--- config.mk ---
export PLATFORM = sky130hd
export DESIGN_NAME = load_extract
export DESIGN_NICKNAME = d
export VERILOG_FILES = /design/src/lsu_pkg.sv /design/src/load_extract.sv
export SDC_FILE = /design/constraint.sdc
export NUM_CORES = 1
export LEC_CHECK = 0
export BUFFER_PORTS_ARGS = -buffer_cell sky130_fd_sc_hd__buf_2
export CORE_ASPECT_RATIO = 0.7
export CORE_MARGIN = 5
export CORE_UTILIZATION = 45
export CTS_CLUSTER_DIAMETER = 150
export DETAILED_ROUTE_END_ITERATION = 6
export PLACE_DENSITY = 0.72
export SLEW_MARGIN = 10
export SYNTH_ARGS = -nofsm -noshare
export SYNTH_HDL_FRONTEND = slang
export SYNTH_SLANG_ARGS = --single-unit
export TNS_END_PERCENT = 50
--- constraint.sdc ---
create_clock -name clk -period 4.64 [get_ports clk]
set_input_delay 0.464 -clock clk [delete_from_list [all_inputs] [get_ports clk]]
set_output_delay 0.464 -clock clk [all_outputs]
set_load 0.05 [all_outputs]
--- src/lsu_pkg.sv ---
// load/store types for rv64; store codes share low bits with loads, only funct3[1:0] sets the size
package lsu_pkg;

  typedef logic [63:0] dword_t;
  typedef logic [2:0]  byte_off_t;

  // load encodings as in the rv64i opcode map
  typedef enum logic [2:0] {
    F3_LB  = 3'b000,
    F3_LH  = 3'b001,
    F3_LW  = 3'b010,
    F3_LD  = 3'b011,
    F3_LBU = 3'b100,
    F3_LHU = 3'b101,
    F3_LWU = 3'b110
  } funct3_t;

  // stores reuse the low two bits of the matching load
  localparam funct3_t F3_SB = F3_LB;
  localparam funct3_t F3_SH = F3_LH;
  localparam funct3_t F3_SW = F3_LW;
  localparam funct3_t F3_SD = F3_LD;

  typedef enum logic [1:0] {
    SZ_BYTE  = 2'b00,
    SZ_HALF  = 2'b01,
    SZ_WORD  = 2'b10,
    SZ_DWORD = 2'b11
  } size_t;

  function automatic logic [3:0] bytes_of(input size_t sz);
    case (sz)
      SZ_BYTE: return 4'd1;
      SZ_HALF: return 4'd2;
      SZ_WORD: return 4'd4;
      default: return 4'd8;
    endcase
  endfunction

  function automatic dword_t mask_of(input size_t sz);
    case (sz)
      SZ_BYTE: return 64'h0000_0000_0000_00ff;
      SZ_HALF: return 64'h0000_0000_0000_ffff;
      SZ_WORD: return 64'h0000_0000_ffff_ffff;
      default: return 64'hffff_ffff_ffff_ffff;
    endcase
  endfunction

endpackage

--- src/load_extract.sv ---
// stage 3; result holds between loads, unknown funct3 returns zero
module load_extract import lsu_pkg::*; (
  input  logic      clk,
  input  logic      i_rst,
  input  logic      i_rvalid,
  input  dword_t    i_rdata1,
  input  dword_t    i_rdata2,
  input  byte_off_t i_off,
  input  funct3_t   i_funct3,
  output logic      o_rvalid,
  output dword_t    o_rdata
);

  logic [5:0] sh1;
  logic [6:0] sh2;
  dword_t     merged;
  dword_t     ext;

  assign sh1 = {i_off, 3'b000};
  assign sh2 = 7'd64 - {1'b0, sh1};

  // upper bytes of word 1 joined with the low bytes of word 2
  assign merged = (i_off == '0) ? i_rdata1 :
                  ((i_rdata1 >> sh1) | (i_rdata2 << sh2));

  always_comb begin
    case (i_funct3)
      F3_LB:   ext = {{56{merged[7]}}, merged[7:0]};
      F3_LH:   ext = {{48{merged[15]}}, merged[15:0]};
      F3_LW:   ext = {{32{merged[31]}}, merged[31:0]};
      F3_LD:   ext = merged;
      F3_LBU:  ext = {56'd0, merged[7:0]};
      F3_LHU:  ext = {48'd0, merged[15:0]};
      F3_LWU:  ext = {32'd0, merged[31:0]};
      default: ext = '0;
    endcase
  end

  always_ff @(posedge clk) begin
    if (i_rst) begin
      o_rvalid <= 1'b0;
      o_rdata  <= '0;
    end else begin
      o_rvalid <= i_rvalid;
      if (i_rvalid) begin
        o_rdata <= ext;
      end
    end
  end

endmodule

==> impl_results.md <==
* Clock power share at 0.371
* Post-route clock skew at 0 ps
* Async set-reset flop share out of synthesis at 0
* Gr usage total at 0.300
* Area added between synthesis and finish at 22.7%
* Routed Antenna Nets at 0
* Number of synthesized register bits at 65
* Final Hold Viols at 0
* Ys Warns at 0
* FF-to-FF End: o_rdata[55]
* Area taken by multi-input logic gates at approximately 0.0047 mm2
* Tightest Hold Check Type: in -> reg
* CTS tree: done
* Synth Area in Adders at 0.00394
* Core area at around 0.014 mm2
* DP Area at between 0.007 and 0.008 mm2
* Share of synthesized cell area in and, or, nand and nor gates at 0.186
* First-pass GRT wire length at 39.6 mm
* H-tree depth at 3
* Layout cells sized above 1 at 0.298
* Mean number of vias per cell at 6.36
* Port Buffers at 201
* Placed cells at between 1000 and 1500
* Most frequent cells in the layout: buf_2, nand2_1, mux2i_1
* I/O pins at ~200
* Post-Synth XOR/XNOR Area at 0
* Final net count at between 1000 and 1500
* Syn_nets at between 900 and 1000
* Slew headroom at 0.348
* ANT cells at 0
* Setup Crit Path Kind: in -> reg
* Yosys cell types at between 50 and 60
* Mapped Cells at roughly 800
* Die Y at ~110 um
* Setup TNS Final at 0 ps
* Switch share at 0.367
* FF/Latch Area at 0.00130 mm2
* Die width at approximately 150 um
* Slew Viols, Final at 0
* Sinks on the clock net at 65
* Power Density at roughly 300 mW/mm2
* Worst-skew pair later-pin latency at 330 ps
* Fin cells at 1154
* Max Buffers Root-to-Sink at 2
* Initial detailed-routing violation count at 773
* Sequential cell area fraction in the yosys report at 0.205
* Synth Flop Type: dfxtp_1
* Worst setup path end: o_rdata[49]
* # setup viols final at 0
* TritonCTS Buffers at 9
* Fin crit share at 0.692
* CTS Hold Buffers Added at 0
* DP HPWL at 19.2 mm
* Period minus WS final at around 3200 ps
* Total grt overflow at 0
* WP data required at 4820 ps
* Critical Path Start: i_off[0]
* DRC Markers at 0
* Crit path DAT at ~3400 ps
* DR vias at 7335
* Sequential share of power at 0.266
* Post-synthesis mux area share at 0.304
* CP Launch Type: input port
* Starting density of the core at 0.458
* First-pass iteration count of the detailed router at 5
* RSZ-0062 raised after global routing: false
* Flop2flop setup slack at roughly 4000 ps
* Internal at ~1500 uW
* Post_cts resized at 0
* Most common cell after layout, fill and taps aside: buf_2
* DIE AREA at 0.0166 mm2
* WL per Instance at approximately 22 um
* Largest family of logic cells by synthesized area: multiplexers
* Design Area, Final at between 0.007 and 0.008 mm2
* Wirelength, routed at ~26 mm
* Reg2reg path depth at 2
* Slew of the pin with the lowest slew margin at 977 ps
* Leakage at 0.00357 uW
* Root Driver: clkbuf_16
* Synth Cell Area at between 0.006 and 0.007 mm2
* Cell row count at 36
* Max Fclk at approximately 0.31 GHz
* CP max FO at 45
* Status: complete, no violations
* RR Startpoint: o_rdata[55]
* Initial antenna violation count at 1
* Worst IR Drop VDD at ~0.15 mV
* Sw Pwr at 855 uW
* Largest net degree at the start of global routing at 73
* Hold wc startpoint: i_rdata1[1]
* Vias in the first global route at approximately 7000
* Fillcell total at between 1000 and 1500
* Post CTS Setup Buffer Count at 0
* Worst-path clk slew at ~60 ps
* Mean post-synth cell area at roughly 8 um2
* EDFF count, synth at 0
* RD Place Congestion at between 0.9 and 1
* CP endpoint kind: register
* Max-cap viol count at 0
* Compound-Gate Fraction of Synth Area at 0.245
* Comb power frac at 0.363
-- per-layer routing --
metal,GRT usage,vias to the layer above,share of wire
met1,0.403,3472,0.41
met4,0.0808,2,0.025
li1,-,3334,-
met5,0,-,0.00027
met2,0.480,472,0.44
met3,0.0834,55,0.12
-- power by group through the flow --
stage / Sequential (uW) / Combinational (uW) / Clock [uW]
CTS: 621 / 835 / 867
finish: 621 / 846 / 865
detailed placement: 633 / 831 / 0
global route: 625 / 904 / 894
floorplan: 769 / 432 / 0
global placement: 632 / 827 / 0
-- synth_stat cells (all sizes together) (6+ instances only) --
cell / count / area share
o211ai: 39 / 0.047
nand3: 33 / 0.027
a32oi: 6 / 0.0083
buf: 33 / 0.028
nor2: 61 / 0.036
a22oi: 8 / 0.0095
a221oi: 19 / 0.026
o21ai: 57 / 0.045
mux2i: 120 / 0.19
a21oi: 58 / 0.046
dfxtp: 65 / 0.20
mux4: 31 / 0.11
a31oi: 8 / 0.0079
inv: 7 / 0.0041
nor3: 6 / 0.0047
nand2: 125 / 0.074
o21bai: 8 / 0.010
clkbuf: 39 / 0.023
o31ai: 8 / 0.0095
nand2b: 17 / 0.017
-- worst min-delay path by stage --
| stage | to | slack, ps | cells after the start |
|---|---|---|---|
| after floorplan | o_rdata[39] | 630 | 2 |
| after global placement | o_rdata[2] | 430 | 2 |
| after detailed placement | o_rdata[1] | 440 | 2 |
| after CTS | o_rdata[1] | 420 | 3 |
| after global routing | o_rdata[5] | 450 | 3 |
| final | o_rdata[1] | 420 | 3 |
-- sequential cells by signal (all words and copies together) (netlist names) --
signal,cells
o_rdata,64
o_rvalid,1
-- cell type report --
type,instances,area share
multi-input cells,658,0.605
flip-flops and latches,65,0.167
repair buffers,218,0.147
well taps,190,0.0305
clock buffers,9,0.0289
clock inverters,7,0.0183
inverters,7,0.00337
-- through the flow --
stage | worst slack (ps) | hold slack, ps | utilization | total power (uW)
floorplan | 1270 | 626 | - | 1200
global placement | 1160 | 434 | 0.535 | 1460
detailed placement | 1090 | 438 | 0.535 | 1460
CTS | 1440 | 417 | 0.562 | 2320
global route | 1210 | 451 | 0.562 | 2420
finish | 1430 | 419 | 0.562 | 2330
-- logic make-up (layout without fill, tap and decap cells) --
logic type / count (synthesis) / count (layout)
AO/OA/AOI/OAI: 237 / 237
adder cells (fa/ha/maj): 2 / 2
buffers and inverters: 79 / 241
flip-flops: 65 / 65
multiplexers: 154 / 154
AND/OR/NAND/NOR: 265 / 265
-- critical path: stages --
cell and delay [ps]:
buf_4 450, inv_2 70, ha_2 550, buf_12 320, nor2_1 120, a31o_2 260, a21oi_1 220, o21ai_2 220
o21bai_2 170, buf_4 350, o211ai_1 170
(Power assumes the default switching activity.)
