**src/lsu_pkg.sv**
```systemverilog
// load/store types for rv64; store codes share low bits with loads, only funct3[1:0] sets the size
package lsu_pkg;

  typedef logic [63:0] dword_t;
  typedef logic [2:0]  byte_off_t;

  // load encodings as in the rv64i opcode map
  typedef enum logic [2:0] {
    F3_LB  = 3'b000,
    F3_LH  = 3'b001,
    F3_LW  = 3'b010,
    F3_LD  = 3'b011,
    F3_LBU = 3'b100,
    F3_LHU = 3'b101,
    F3_LWU = 3'b110
  } funct3_t;

  // stores reuse the low two bits of the matching load
  localparam funct3_t F3_SB = F3_LB;
  localparam funct3_t F3_SH = F3_LH;
  localparam funct3_t F3_SW = F3_LW;
  localparam funct3_t F3_SD = F3_LD;

  typedef enum logic [1:0] {
    SZ_BYTE  = 2'b00,
    SZ_HALF  = 2'b01,
    SZ_WORD  = 2'b10,
    SZ_DWORD = 2'b11
  } size_t;

  function automatic logic [3:0] bytes_of(input size_t sz);
    case (sz)
      SZ_BYTE: return 4'd1;
      SZ_HALF: return 4'd2;
      SZ_WORD: return 4'd4;
      default: return 4'd8;
    endcase
  endfunction

  function automatic dword_t mask_of(input size_t sz);
    case (sz)
      SZ_BYTE: return 64'h0000_0000_0000_00ff;
      SZ_HALF: return 64'h0000_0000_0000_ffff;
      SZ_WORD: return 64'h0000_0000_ffff_ffff;
      default: return 64'hffff_ffff_ffff_ffff;
    endcase
  endfunction

endpackage

```
**src/mem_req_if.sv**
```systemverilog
// aligned two-word request from align to ram; idx2 wraps at the ram depth
interface mem_req_if import lsu_pkg::*; #(
  parameter int DEPTH_LOG2 = 8
) ();

  logic                  ren;
  logic                  wen;
  // second word touched by a crossing access
  logic                  unit2;
  logic [DEPTH_LOG2-1:0] idx1;
  logic [DEPTH_LOG2-1:0] idx2;
  dword_t                wdata1;
  dword_t                wdata2;
  // bit masks, always whole bytes
  dword_t                wmask1;
  dword_t                wmask2;
  byte_off_t             off;
  funct3_t               funct3;

  modport src (
    output ren, wen, unit2,
    output idx1, idx2,
    output wdata1, wdata2, wmask1, wmask2,
    output off, funct3
  );

  modport dst (
    input ren, wen, unit2,
    input idx1, idx2,
    input wdata1, wdata2, wmask1, wmask2,
    input off, funct3
  );

endinterface

```
**src/mem_align.sv**
```systemverilog
// stage 1; expects BASE_ADDR 8-byte aligned, out-of-range addresses are not handled in logic
module mem_align import lsu_pkg::*; #(
  parameter dword_t BASE_ADDR  = 64'h0000_0000_8000_0000,
  parameter int     DEPTH_LOG2 = 8
) (
  input  logic          clk,
  input  logic          i_rst,
  input  dword_t        i_addr,
  input  funct3_t       i_funct3,
  input  logic          i_ren,
  input  logic          i_wen,
  input  dword_t        i_wdata,
  mem_req_if.src        o_req
);

  dword_t                addr_rel;
  logic [DEPTH_LOG2-1:0] idx1;
  byte_off_t             off;
  size_t                 size;
  logic [3:0]            nbytes;
  logic                  unit2;
  logic [5:0]            sh1;
  logic [6:0]            sh2;
  dword_t                mask;
  dword_t                wdata1;
  dword_t                wdata2;
  dword_t                wmask1;
  dword_t                wmask2;

  assign addr_rel = i_addr - BASE_ADDR;
  assign idx1     = addr_rel[DEPTH_LOG2+2:3];
  assign off      = i_addr[2:0];
  assign size     = size_t'(i_funct3[1:0]);
  assign nbytes   = bytes_of(size);

  // crossing when the last byte lands past byte 7
  assign unit2 = ({1'b0, off} + nbytes) > 4'd8;

  assign sh1  = {off, 3'b000};
  assign sh2  = 7'd64 - {1'b0, sh1};
  assign mask = mask_of(size);

  // low part into word 1, spill-over into word 2
  assign wdata1 = i_wdata << sh1;
  assign wdata2 = unit2 ? (i_wdata >> sh2) : '0;
  assign wmask1 = i_wen ? (mask << sh1) : '0;
  assign wmask2 = (i_wen && unit2) ? (mask >> sh2) : '0;

  always_ff @(posedge clk) begin
    if (i_rst) begin
      o_req.ren <= 1'b0;
      o_req.wen <= 1'b0;
    end else begin
      o_req.ren <= i_ren;
      o_req.wen <= i_wen;
    end
  end

  always_ff @(posedge clk) begin
    o_req.unit2  <= unit2;
    o_req.idx1   <= idx1;
    o_req.idx2   <= idx1 + 1'b1;
    o_req.wdata1 <= wdata1;
    o_req.wdata2 <= wdata2;
    o_req.wmask1 <= wmask1;
    o_req.wmask2 <= wmask2;
    o_req.off    <= off;
    o_req.funct3 <= i_funct3;
  end

  // a single access per cycle from the core
  a_ren_wen_excl: assert property (@(posedge clk) disable iff (i_rst)
    !(i_ren && i_wen));

  // start address must fall inside the ram window
  a_addr_in_range: assert property (@(posedge clk) disable iff (i_rst)
    (i_ren || i_wen) |-> (addr_rel[63:DEPTH_LOG2+3] == '0));

endmodule

```
**src/flat_wrapper.sv**
```systemverilog
// flat-port wrapper written by rule: the top's interface ports become plain ports
module mem_align_flat import lsu_pkg::*;
#(
  parameter dword_t BASE_ADDR  = 64'h0000_0000_8000_0000,
  parameter int     DEPTH_LOG2 = 8
)
  (clk, i_rst, i_addr, i_funct3, i_ren, i_wen, i_wdata, o_req_ren, o_req_wen, o_req_unit2, o_req_idx1, o_req_idx2, o_req_wdata1, o_req_wdata2, o_req_wmask1, o_req_wmask2, o_req_off, o_req_funct3);
  mem_req_if #(.DEPTH_LOG2(DEPTH_LOG2)) o_req_i ();
  input  logic clk;
  input  logic i_rst;
  input  dword_t i_addr;
  input  funct3_t i_funct3;
  input  logic i_ren;
  input  logic i_wen;
  input  dword_t i_wdata;
  output wire logic [$bits(o_req_i.ren)-1:0] o_req_ren;
  output wire logic [$bits(o_req_i.wen)-1:0] o_req_wen;
  output wire logic [$bits(o_req_i.unit2)-1:0] o_req_unit2;
  output wire logic [$bits(o_req_i.idx1)-1:0] o_req_idx1;
  output wire logic [$bits(o_req_i.idx2)-1:0] o_req_idx2;
  output wire logic [$bits(o_req_i.wdata1)-1:0] o_req_wdata1;
  output wire logic [$bits(o_req_i.wdata2)-1:0] o_req_wdata2;
  output wire logic [$bits(o_req_i.wmask1)-1:0] o_req_wmask1;
  output wire logic [$bits(o_req_i.wmask2)-1:0] o_req_wmask2;
  output wire logic [$bits(o_req_i.off)-1:0] o_req_off;
  output wire logic [$bits(o_req_i.funct3)-1:0] o_req_funct3;
  assign o_req_ren = o_req_i.ren;
  assign o_req_wen = o_req_i.wen;
  assign o_req_unit2 = o_req_i.unit2;
  assign o_req_idx1 = o_req_i.idx1;
  assign o_req_idx2 = o_req_i.idx2;
  assign o_req_wdata1 = o_req_i.wdata1;
  assign o_req_wdata2 = o_req_i.wdata2;
  assign o_req_wmask1 = o_req_i.wmask1;
  assign o_req_wmask2 = o_req_i.wmask2;
  assign o_req_off = o_req_i.off;
  assign o_req_funct3 = o_req_i.funct3;
  mem_align #(.BASE_ADDR(BASE_ADDR), .DEPTH_LOG2(DEPTH_LOG2)) u_core (.clk(clk), .i_rst(i_rst), .i_addr(i_addr), .i_funct3(i_funct3), .i_ren(i_ren), .i_wen(i_wen), .i_wdata(i_wdata), .o_req(o_req_i));
endmodule
```
**config.mk**
```make
export PLATFORM = sky130hd
export DESIGN_NAME = mem_align_flat
export DESIGN_NICKNAME = d
export VERILOG_FILES = /design/src/lsu_pkg.sv /design/src/mem_req_if.sv /design/src/mem_align.sv /design/src/flat_wrapper.sv
export SDC_FILE = /design/constraint.sdc
export NUM_CORES = 1
export LEC_CHECK = 0
export BUFFER_PORTS_ARGS = -buffer_cell sky130_fd_sc_hd__buf_2
export CORE_AREA = 5 5 157 159
export CTS_CLUSTER_DIAMETER = 40
export CTS_CLUSTER_SIZE = 14
export DETAILED_ROUTE_END_ITERATION = 10
export DIE_AREA = 0 0 162 164
export HOLD_SLACK_MARGIN = 0.08
export PLACE_DENSITY = 0.67
export SYNTH_ARGS = -nofsm -noshare
export SYNTH_HDL_FRONTEND = slang
export SYNTH_SLANG_ARGS = --single-unit
```
**constraint.sdc**
```tcl
create_clock -name clk -period 3.6 [get_ports clk]
set_input_delay 0.54 -clock clk [delete_from_list [all_inputs] [get_ports clk]]
set_output_delay 0.54 -clock clk [all_outputs]
set_load 0.02 [all_outputs]
```
==> metrics.md, run 1 <==
| Metric | Value |
|---|---|
| Status | completed |
| Congestion Overflow GR | 0 |
| CTS Hold Buffers Added | 0 |
| Rows | between 50 and 60 |
| Residual DRC count | 0 |
| RSZ-0062 raised after global routing | false |
| FF/Latch Area | 3383 sq um |
| Fin Setup TNS | 0 ns |
| Ranking of synthesized cells by area | dfxtp_1 39%, buf_4 11%, mux2i_1 9.8%, mux4_2 9.1%, nor2_1 4.4% |
| Final count of negative-setup-slack endpoints | 0 |
| Critical path peak fanout | 20 |
| Area of the multi-input gates | 4049 sq um |
| Register area share after synthesis | approximately two fifths |
| Area Growth Syn to Fin | 20.53% |
| CTS tree | yes |
| Die area | between 20,000 and 30,000 sq um |
| Final min period | 2.562 ns |
| Commonest non-fill, non-tap cell in the layout | buf_2 |
| Initial antenna violation count | 11 |
| Post-Synthesis Cells | 897 |
| Root Buffer | clkbuf_16 |
| Static Leakage | roughly 5.1 nW |
| Pwr Density | 492.8 nW/um^2 |
| Hold path depth | 1 |
| Crit Path Category | primary input to register |
| CP required | 3.94 ns |
| Syn Nets | approximately 1,000 |
| Setup Fix Bufs, Post-CTS | 0 |
| Num CTS Buffers | 17 |
| Number of flops mapped to enable cells by yosys | 0 |
| Least-Margin Pin Slew | 0.8046 ns |
| Core area | 23,120 sq um |
| WHS | 0.2230 ns |
| First-pass GRT wire length | 42,090 microns |
| Max-cap viol count | 0 |
| Dpl ws | 0.5896 ns |
| Number of global-route vias before repair | 7,122 |
| Commonest non-fill, non-tap cells in the layout | 361 x buf_2, 169 x dfxtp_1, 100 x nor2_1 |
| Starting Density | between 30% and 40% |
| Post-synth ARST share | 0% |
| Vias per cell | 5.166 |
| Worst path cell trace | buf_2 > nor2_1 > ha_1 > fa_1 > nand2b_1 > o32a_1 > nand3_2 > buf_4 > a211oi_2 |
| Final WS setup | ~1.0 ns |
| Remaining antenna violation count | 0 |
| WL/cell | 20.05 microns |
| CTS resizes | 0 |
| H-tree depth | 4 |
| Die height | 164 microns |
| Final Hold Fails | 0 |
| First-pass DRT Iterations | 5 |
| Crit share post-route | ~71% |
| F_max | just under 0.4 GHz |
| Cell family with most CP delay | adder cells |
| NumNets Final | 1,262 |
| Endpoint, Worst Hold | u_core.o_req.funct3[2] |
| Buffers & Inverters on Critical Path | 2 |
| VDD IR max | 0.2424 mV |
| Post-synth top flop | dfxtp_1 |
| Routability congestion estimate | 0.9053 |
| Crit path depth | 9 |
| Library cells used by synthesis | 47 |
| Synthesis Warnings | 0 |
| Cell accounting for the most synthesized area | dfxtp_1 |
| Synth Cell Area | 8616 sq um |
| Filler cell count | around 2,300 |
| # IOs | between 400 and 500 |
| Clock-pin transition on the worst setup and hold timing paths | 0.07 ns |
| Crit. End Element | register |
| Final HPWL DP | 21,770 microns |
| Startpoint types | primary input |
| Pins Over Slew Limit | 0 |
| Clock sinks | 169 |
| Tot GR Track Use | between 20% and 30% |
| Input/output buffers | 362 |
| Mean post-synth cell area | 9.605 sq um |
| Crit path largest cell delay | 0.51 ns |
| Critical path arrival | 2.90 ns |
| Clock tree buffer depth | 2 |
| Share of post-route cells with drive strength above 1 | 42.19% |
| Die Width | 162 microns |
| Slew headroom | 46.36% |
| Routed wire length | 28,590 microns |
| Share of the synthesized area in the top cell type | between 30% and 40% |
| Initial DRC Count | 297 |
| CP max-delay cell | fa_1 |
| Seq cells post-synth | about 170 |
| Min-Delay Path Class | primary input to register |
| Via count | 7,367 |
| Worst hold path startpoint | i_funct3[2] |
| Pin count of the biggest net entering global routing | between 100 and 150 |
through the flow:
step	util [%]	area, sq um	instances	total power [mW]
2_1_floorplan	-	8616	897	2.936
4_1_cts	44.88	10380	1423	5.177
6_report	44.91	10390	1426	5.117
5_1_grt	44.91	10390	1426	5.353
3_3_place_gp	42.32	9784	1391	3.297
3_5_place_dp	42.32	9784	1391	3.306
report_power, final:
| part | internal [mW] | total [mW] | switching (mW) |
|---|---|---|---|
| Combinational | 0.432 | 1.21 | 0.775 |
| Clock | 1.04 | 1.86 | 0.819 |
| Sequential | 2.00 | 2.05 | 0.0444 |
| Total | 3.48 | 5.12 | 1.64 |
Yosys cell counts, drive strengths merged (2+ instances only):
| master | count |
|---|---|
| nor2 | 100 |
| a2bb2oi | 3 |
| ha | 6 |
| a211o | 8 |
| nor2b | 10 |
| nor3 | 20 |
| clkbuf | 14 |
| o22ai | 9 |
| nand2b | 8 |
| o211ai | 2 |
| a21oi | 59 |
| mux2i | 84 |
| mux2 | 11 |
| inv | 5 |
| o21ai | 18 |
| clkinv | 2 |
| mux4 | 35 |
| xor2 | 4 |
| and2 | 13 |
| dfxtp | 169 |
| xnor2 | 5 |
| a211oi | 18 |
| buf | 160 |
| a31oi | 11 |
| nand3 | 32 |
| o2bb2ai | 6 |
| nand2 | 75 |
| and3 | 2 |
routing by layer:
layer / global-route usage, % / up-vias / wire length [microns]
li1: - / 3459 / -
met1: 21.78 / 3595 / 10460
met2: 40.39 / 266 / 15830
met3: 5.922 / 33 / 1934
met4: 4.268 / 14 / 291
met5: 0 / - / 76
how the worst max path moves through the flow:
stage           startpoint  slack [ns]                 endpoint
5_1_grt        i_funct3[1]        0.87  u_core.o_req.wdata2[34]
3_3_place_gp   i_funct3[0]        0.67  u_core.o_req.wdata2[34]
2_1_floorplan    i_addr[0]        0.97  u_core.o_req.wdata2[20]
3_5_place_dp   i_funct3[0]        0.59  u_core.o_req.wdata2[34]
4_1_cts        i_funct3[0]        1.03  u_core.o_req.wdata2[34]
6_report       i_funct3[1]        1.04  u_core.o_req.wdata2[34]
cell type report:
type                    count  share of cell area (%)
clock buffers              18                   4.133
inverters                   7                  0.2530
well taps                 290                   3.494
multi-input cells         547                   38.99
clock inverters            14                   1.578
flip-flops and latches    169                   32.58
diodes                      3                 0.07229
repair buffers            378                   18.90
cell families (layout without fill, tap and decap cells):
group,Yosys count,after routing,share of synthesized area [%]
xor+xnor,9,9,1.089
simple gates,262,262,13.80
fa+ha+maj,7,7,1.104
other cells,0,3,0
buf+inv,181,417,14.01
compound gates,139,139,10.38
flops,169,169,39.27
mux,130,130,20.35
sequential cells by signal, indices dropped and copies added (netlist names):
signal and cells:
u_core.o_req.wdata1 64, u_core.o_req.wdata2 64, u_core.o_req.idx1 8, u_core.o_req.idx2 8, u_core.o_req.wmask1 8, u_core.o_req.wmask2 8
u_core.o_req.funct3 3, u_core.o_req.off 3, u_core.o_req.ren 1, u_core.o_req.unit2 1, u_core.o_req.wen 1
No activity file was read; power rests on OpenSTA's default activity.
==> run 2, diff against run 1 <==
Settings changed: CORE_AREA 5 5 157 159 to 5 5 159 161, DIE_AREA 0 0 162 164 to 0 0 164 166, PLACE_DENSITY 0.67 to 0.66.
Clock period 3.6 ns to 2.5 ns, I/O delays scaled along.
==> metrics.md, run 2 (same netlist as run 1, synthesis figures left out) <==
| Metric | Value |
|---|---|
| NumNets Final | 1,279 (+1.3%) |
| Final Cell Area | 10,630 sq um (+2.3%) |
| Crit. End Element | register |
| Tot GR Track Use | 20.48% (-0.10 points) |
| Initial DRC Count | 545 (+84%) |
| Area Growth Syn to Fin | 23.35% |
| First-pass GRT wire length | 42,820 microns (+1.7%) |
| Remaining antenna violation count | 0 (unchanged) |
| Input/output buffers | 362 (unchanged) |
| CTS tree | yes |
| Status | completed |
| VDD IR max | 0.4120 mV (+70%) |
| Filler cell count | 2,431 (+5.9%) |
| Num CTS Buffers | 17 (unchanged) |
| Pin count of the biggest net entering global routing | 121 (-1.6%) |
| Area of the multi-input gates | 4049 sq um (unchanged) |
| Clock-pin transition on the worst setup and hold timing paths | 0.07 ns (about the same) |
| Root Buffer | clkbuf_16 |
| Final count of negative-setup-slack endpoints | 0 (unchanged) |
| Rows | 57 (+1.8%) |
| Clock tree buffer depth | 2 (unchanged) |
| Die area | 27,220 sq um (+2.5%) |
| Congestion Overflow GR | 0 (unchanged) |
| Min-Delay Path Class | primary input to register |
| Die height | 166 microns (+1.2%) |
| H-tree depth | 4 (unchanged) |
| Dpl cell area | 9975 sq um (+1.9%) |
| RSZ-0062 raised after global routing | false |
| Max-cap viol count | 0 (unchanged) |
| CTS resizes | 0 (unchanged) |
| Initial antenna violation count | 11 (unchanged) |
| Critical path peak fanout | 17 (-15%) |
| Final Hold Fails | 0 (unchanged) |
| Least-Margin Pin Slew | 0.6773 ns (-0.1273 ns) |
| Share of post-route cells with drive strength above 1 | 42.52% (+0.33 points) |
| CTS Hold Buffers Added | 4 (+4) |
| Pwr Density | 705.0 nW/um^2 (+43%) |
| Starting Density | 36.17% (-1.1 points) |
| Commonest non-fill, non-tap cell in the layout | buf_2 |
| Setup Fix Bufs, Post-CTS | 0 (unchanged) |
| Crit Path Category | primary input to register |
| First-pass DRT Iterations | 7 (+2) |
| # IOs | 416 (unchanged) |
| Worst path cell trace | buf_2 > inv_1 > ha_4 > buf_4 > mux2i_1 > nand2_1 > a31oi_1 > nor2_1 |
| Fin Setup TNS | 0 ns (unchanged) |
| Biggest regs | u_core.o_req.wdata1 (64), u_core.o_req.wdata2 (64) |
| Startpoint types | primary input |
| Pins Over Slew Limit | 0 (unchanged) |
| Core area | 23,820 sq um (+3.0%) |
| Crit share post-route | 76.93% |
| Clock sinks | 169 (unchanged) |
| Commonest non-fill, non-tap cells in the layout | 361 x buf_2, 169 x dfxtp_1, 100 x nor2_1 |
| Residual DRC count | 0 (unchanged) |
| Via count | 7,425 (+0.79%) |
| Routability congestion estimate | 0.8747 (-3.4%) |
| Number of global-route vias before repair | 7,145 (+0.32%) |
| Final HPWL DP | 22,010 microns (+1.1%) |
| Static Leakage | 5.210 nW (+1.8%) |
| Final min period | 1.923 ns |
| Vias per cell | 5.020 (-2.8%) |
| WL/cell | 19.70 microns (-1.7%) |
| F_max | 0.5200 GHz |
| Crit path largest cell delay | 0.47 ns (-0.04 ns) |
| CP max-delay cell | ha_4 |
| Critical path arrival | 2.23 ns (-0.67 ns) |
| Routed wire length | 29,140 microns (+1.9%) |
| CP required | 2.81 ns (-1.13 ns) |
| Die Width | 164 microns (+1.2%) |
| Slew headroom | 54.68% (+8.3 points) |
| FF/Latch Area | 3383 sq um (unchanged) |
## run 2: path summary, 6_finish.rpt
check / slack (ns) / depth (start not counted) / endpoint / startpoint
setup / recovery: 0.58 / 8 / u_core.o_req.wdata2[16] / i_addr[1]
hold / removal: 0.10 / 1 / u_core.o_req.idx1[3] / i_addr[6]
## run 2: layout make-up
cell class | instances | area share, %
multi-input combinational | 547 | 38.10
sequential | 169 | 31.83
timing repair buffer | 395 | 20.24
clock buffer | 20 | 4.109
tap | 324 | 3.814
clock inverter | 12 | 1.542
inverter | 7 | 0.2472
antenna | 5 | 0.1177
## run 2: worst max-delay path, delay by kind of cell
family	cells	cell delay, ns
buffers and inverters	3	0.64
adder cells (fa/ha/maj)	1	0.47
AO/OA/AOI/OAI	1	0.33
multiplexers	1	0.24
AND/OR/NAND/NOR	2	0.16
## run 2: through the flow
stage               worst slack, ns  std cells  hold WS (ns)  power [mW]  util [%]
floorplan                   0.03302        897        0.4027       4.228         -
global placement             0.1807       1438        0.4818       4.798     41.87
detailed placement           0.1778       1438        0.4814       4.807     41.87
CTS                          0.6120       1474       0.08231       7.582     44.56
global route                 0.4657       1479       0.09168       7.820     44.62
finish                       0.5768       1479        0.1004       7.492     44.62
## run 2: report_power, final
part	leakage (nW)	total, mW	internal, mW	switching [mW]
clock network	0.284	2.75	1.59	1.16
registers	1.40	2.94	2.88	0.0618
logic	3.53	1.80	0.659	1.14
total	5.21	7.49	5.13	2.36
## run 2: routing by layer
metal,wire length [microns],global-route usage [%],up-vias
met3,2305,5.733,34
met2,15930,39.24,316
met1,10540,22.06,3555
met4,298,4.486,12
li1,-,-,3508
met5,70,0,-
==> run 3, diff against run 2 <==
Settings changed: CORE_AREA 5 5 159 161 to 5 5 158 160, DIE_AREA 0 0 164 166 to 0 0 163 165, PLACE_DENSITY 0.66 to 0.69.
Clock period 2.5 ns to 1.6 ns, I/O delays scaled along.
==> metrics.md, run 3 (same netlist as run 1, synthesis figures left out) <==
| Metric | Value |
|---|---|
| Via count | 7,863 (+5.9%) |
| Initial DRC Count | 317 (-42%) |
| RSZ-0062 raised after global routing | true |
| Final core occ | 48.91% (+4.3 points) |
| Clock sinks | 169 (unchanged) |
| Dpl cell area | 10,560 sq um (+5.9%) |
| Static Leakage | 5.594 nW (+7.4%) |
| Crit. End Element | register |
| Commonest non-fill, non-tap cell in the layout | buf_2 |
| Least-Margin Pin Slew | 0.4793 ns (-0.1980 ns) |
| Hold path depth | 3 (+2) |
| Inst Count DP | 1,491 (+3.7%) |
| First-pass DRT Iterations | 6 (-1) |
| Routed wl met2 | 16,300 microns (+2.3%) |
| Startpoint types | primary input |
| Max-cap viol count | 0 (unchanged) |
| CP max-delay cell | fa_1 |
| Pwr Density | 1023 nW/um^2 (+45%) |
| WL/cell | 19.56 microns (-0.74%) |
| Final WS setup | 0.005023 ns (-0.5718 ns) |
| NumNets Final | 1,351 (+5.6%) |
| CTS tree | yes |
| First-pass GRT wire length | 44,350 microns (+3.6%) |
| Congestion Overflow GR | 0 (unchanged) |
| Rows | 56 (-1.8%) |
| Psw | 3.802 mW (+61%) |
| Filler cell count | 2,239 (-7.9%) |
| Min-Delay Path Class | primary input to register |
| Number of global-route vias before repair | 7,583 (+6.1%) |
| F_max | 0.6270 GHz |
| Die height | 165 microns (-0.60%) |
| Crit path largest cell delay | 0.41 ns (-0.06 ns) |
| Input/output buffers | 362 (unchanged) |
| Clock-pin transition on the worst setup and hold timing paths | 0.07 ns (about the same) |
| # diodes | 0 (-5) |
| Critical path peak fanout | 22 (+5) |
| Final count of negative-setup-slack endpoints | 0 (unchanged) |
| Critical path arrival | 1.91 ns (-0.32 ns) |
| Pins Over Slew Limit | 0 (unchanged) |
| Dpl ws | -0.5128 ns (-0.6906 ns) |
| Crit path depth | 9 (+1) |
| Worst path cell trace | buf_8 > nor2_4 > ha_4 > fa_1 > nand2b_4 > o32a_1 > o211ai_4 > buf_12 > a31oi_1 |
| Die Width | 163 microns (-0.61%) |
| Metal1 wirelength | 10,900 microns (+3.4%) |
| Total power | 11.64 mW (+55%) |
| Routability congestion estimate | 0.9512 (+8.7%) |
| Final min period | 1.595 ns |
| Share of post-route cells with drive strength above 1 | 46.40% (+3.9 points) |
| Die area | 26,900 sq um (-1.2%) |
| Crit share post-route | approximately 100% |
| CP required | 1.91 ns (-0.90 ns) |
| Cell family with most CP delay | adder cells |
| Biggest regs | u_core.o_req.wdata1 (64), u_core.o_req.wdata2 (64) |
| Final Hold Fails | 0 (unchanged) |
| Num CTS Buffers | 17 (unchanged) |
| Clock tree buffer depth | 2 (unchanged) |
| Clk pwr share | 33.5% (-3.2 points) |
| Vias per cell | 5.103 (+1.6%) |
| Switching part of the total | 32.65% (+1.2 points) |
| H-tree depth | 4 (unchanged) |
| Status | completed |
| Cell internal pwr | 7.842 mW (+53%) |
| # IOs | 416 (unchanged) |
| Sequential share of power | 39.5% (+0.2 points) |
| Initial antenna violation count | 10 (-1) |
| Slew headroom | 68.05% (+13 points) |
| Final HPWL DP | 23,220 microns (+5.5%) |
| Pin count of the biggest net entering global routing | 58 (-52%) |
| Tot GR Track Use | 21.55% (+1.1 points) |
| Routed wire length | 30,140 microns (+3.4%) |
| Residual DRC count | 0 (unchanged) |
| Top layer in use | met5 |
| Setup Fix Bufs, Post-CTS | 0 (unchanged) |
| VDD IR max | 0.5685 mV (+38%) |
| Area Growth Syn to Fin | 32.05% |
| Core area | 23,260 sq um (-2.3%) |
| Comb pwr share | 26.9% (+2.9 points) |
| Commonest non-fill, non-tap cells in the layout | 359 x buf_2, 169 x dfxtp_1, 97 x nor2_1 |
| Starting Density | 37.04% (+0.87 points) |
| Final Cell Area | 11,380 sq um (+7.1%) |
| Root Buffer | clkbuf_16 |
| Non-Filler Instances | 1,541 (+4.2%) |
| Remaining antenna violation count | 0 (unchanged) |
| Crit Path Category | primary input to register |
| Buffers & Inverters on Critical Path | 2 (-1) |
| Met3 WL post-DR | 2245 microns (-2.6%) |
==> run 3: cell types whose count changed in the layout (fill, tap and decap cells not counted), sizes merged <==
cell,previous run,this run
buf,391,449
bufinv,3,0
clkinv,3,7
diode,5,0
dlygate4sd3,4,17
==> run 3: final timing paths <==
check                        from                       to  slack, ns
worst max-delay path  i_funct3[1]  u_core.o_req.wdata2[18]      0.005
worst min-delay path  i_wdata[56]  u_core.o_req.wdata2[56]       0.10
==> run 3: power groups by stage <==
| stage | Clock, mW | Sequential, mW | Combinational, mW |
|---|---|---|---|
| after floorplan | 0 | 5.08 | 1.63 |
| after global placement | 0 | 4.70 | 3.04 |
| after global routing | 4.20 | 4.63 | 3.35 |
| final | 3.91 | 4.60 | 3.14 |
| after detailed placement | 0 | 4.70 | 3.07 |
| after CTS | 3.99 | 4.60 | 3.12 |
==> run 3: layout make-up <==
class / instances / area (sq um) / share of cell area (%)
Multi-Input combinational cell: 547 / 4172 / 36.67
Sequential cell: 169 / 3383 / 29.74
Timing Repair Buffer: 467 / 2840 / 24.96
Clock buffer: 19 / 442.9 / 3.893
Tap cell: 319 / 399.1 / 3.508
Clock inverter: 13 / 111.4 / 0.9788
Inverter: 7 / 28.78 / 0.2529
==> run 3: routing by layer <==
| metal | track usage (%) | vias up |
|---|---|---|
| li1 | - | 3638 |
| met1 | 23.15 | 3817 |
| met2 | 41.17 | 340 |
| met3 | 6.364 | 48 |
| met4 | 5.528 | 20 |
| met5 | 0 | - |
==> run 3: repair_timing <==
| action | CTS | global route |
|---|---|---|
| endpoints found under the hold margin | 25 | 0 |
| setup endpoints to repair | 16 | 66 |
| hold buffers | 17 | 0 |
| gates resized for setup | 6 | 11 |
| pin swaps | 2 | 5 |
| gates cloned | 0 | 1 |
==> run 3: through the flow <==
stage | hold slack [ns] | setup TNS [ns]
after detailed placement | 0.3475 | -34.15
after global placement | 0.3449 | -32.15
final | 0.1042 | 0
after global routing | 0.09797 | -0.7974
after CTS | 0.08851 | 0
after floorplan | 0.2677 | -20.40
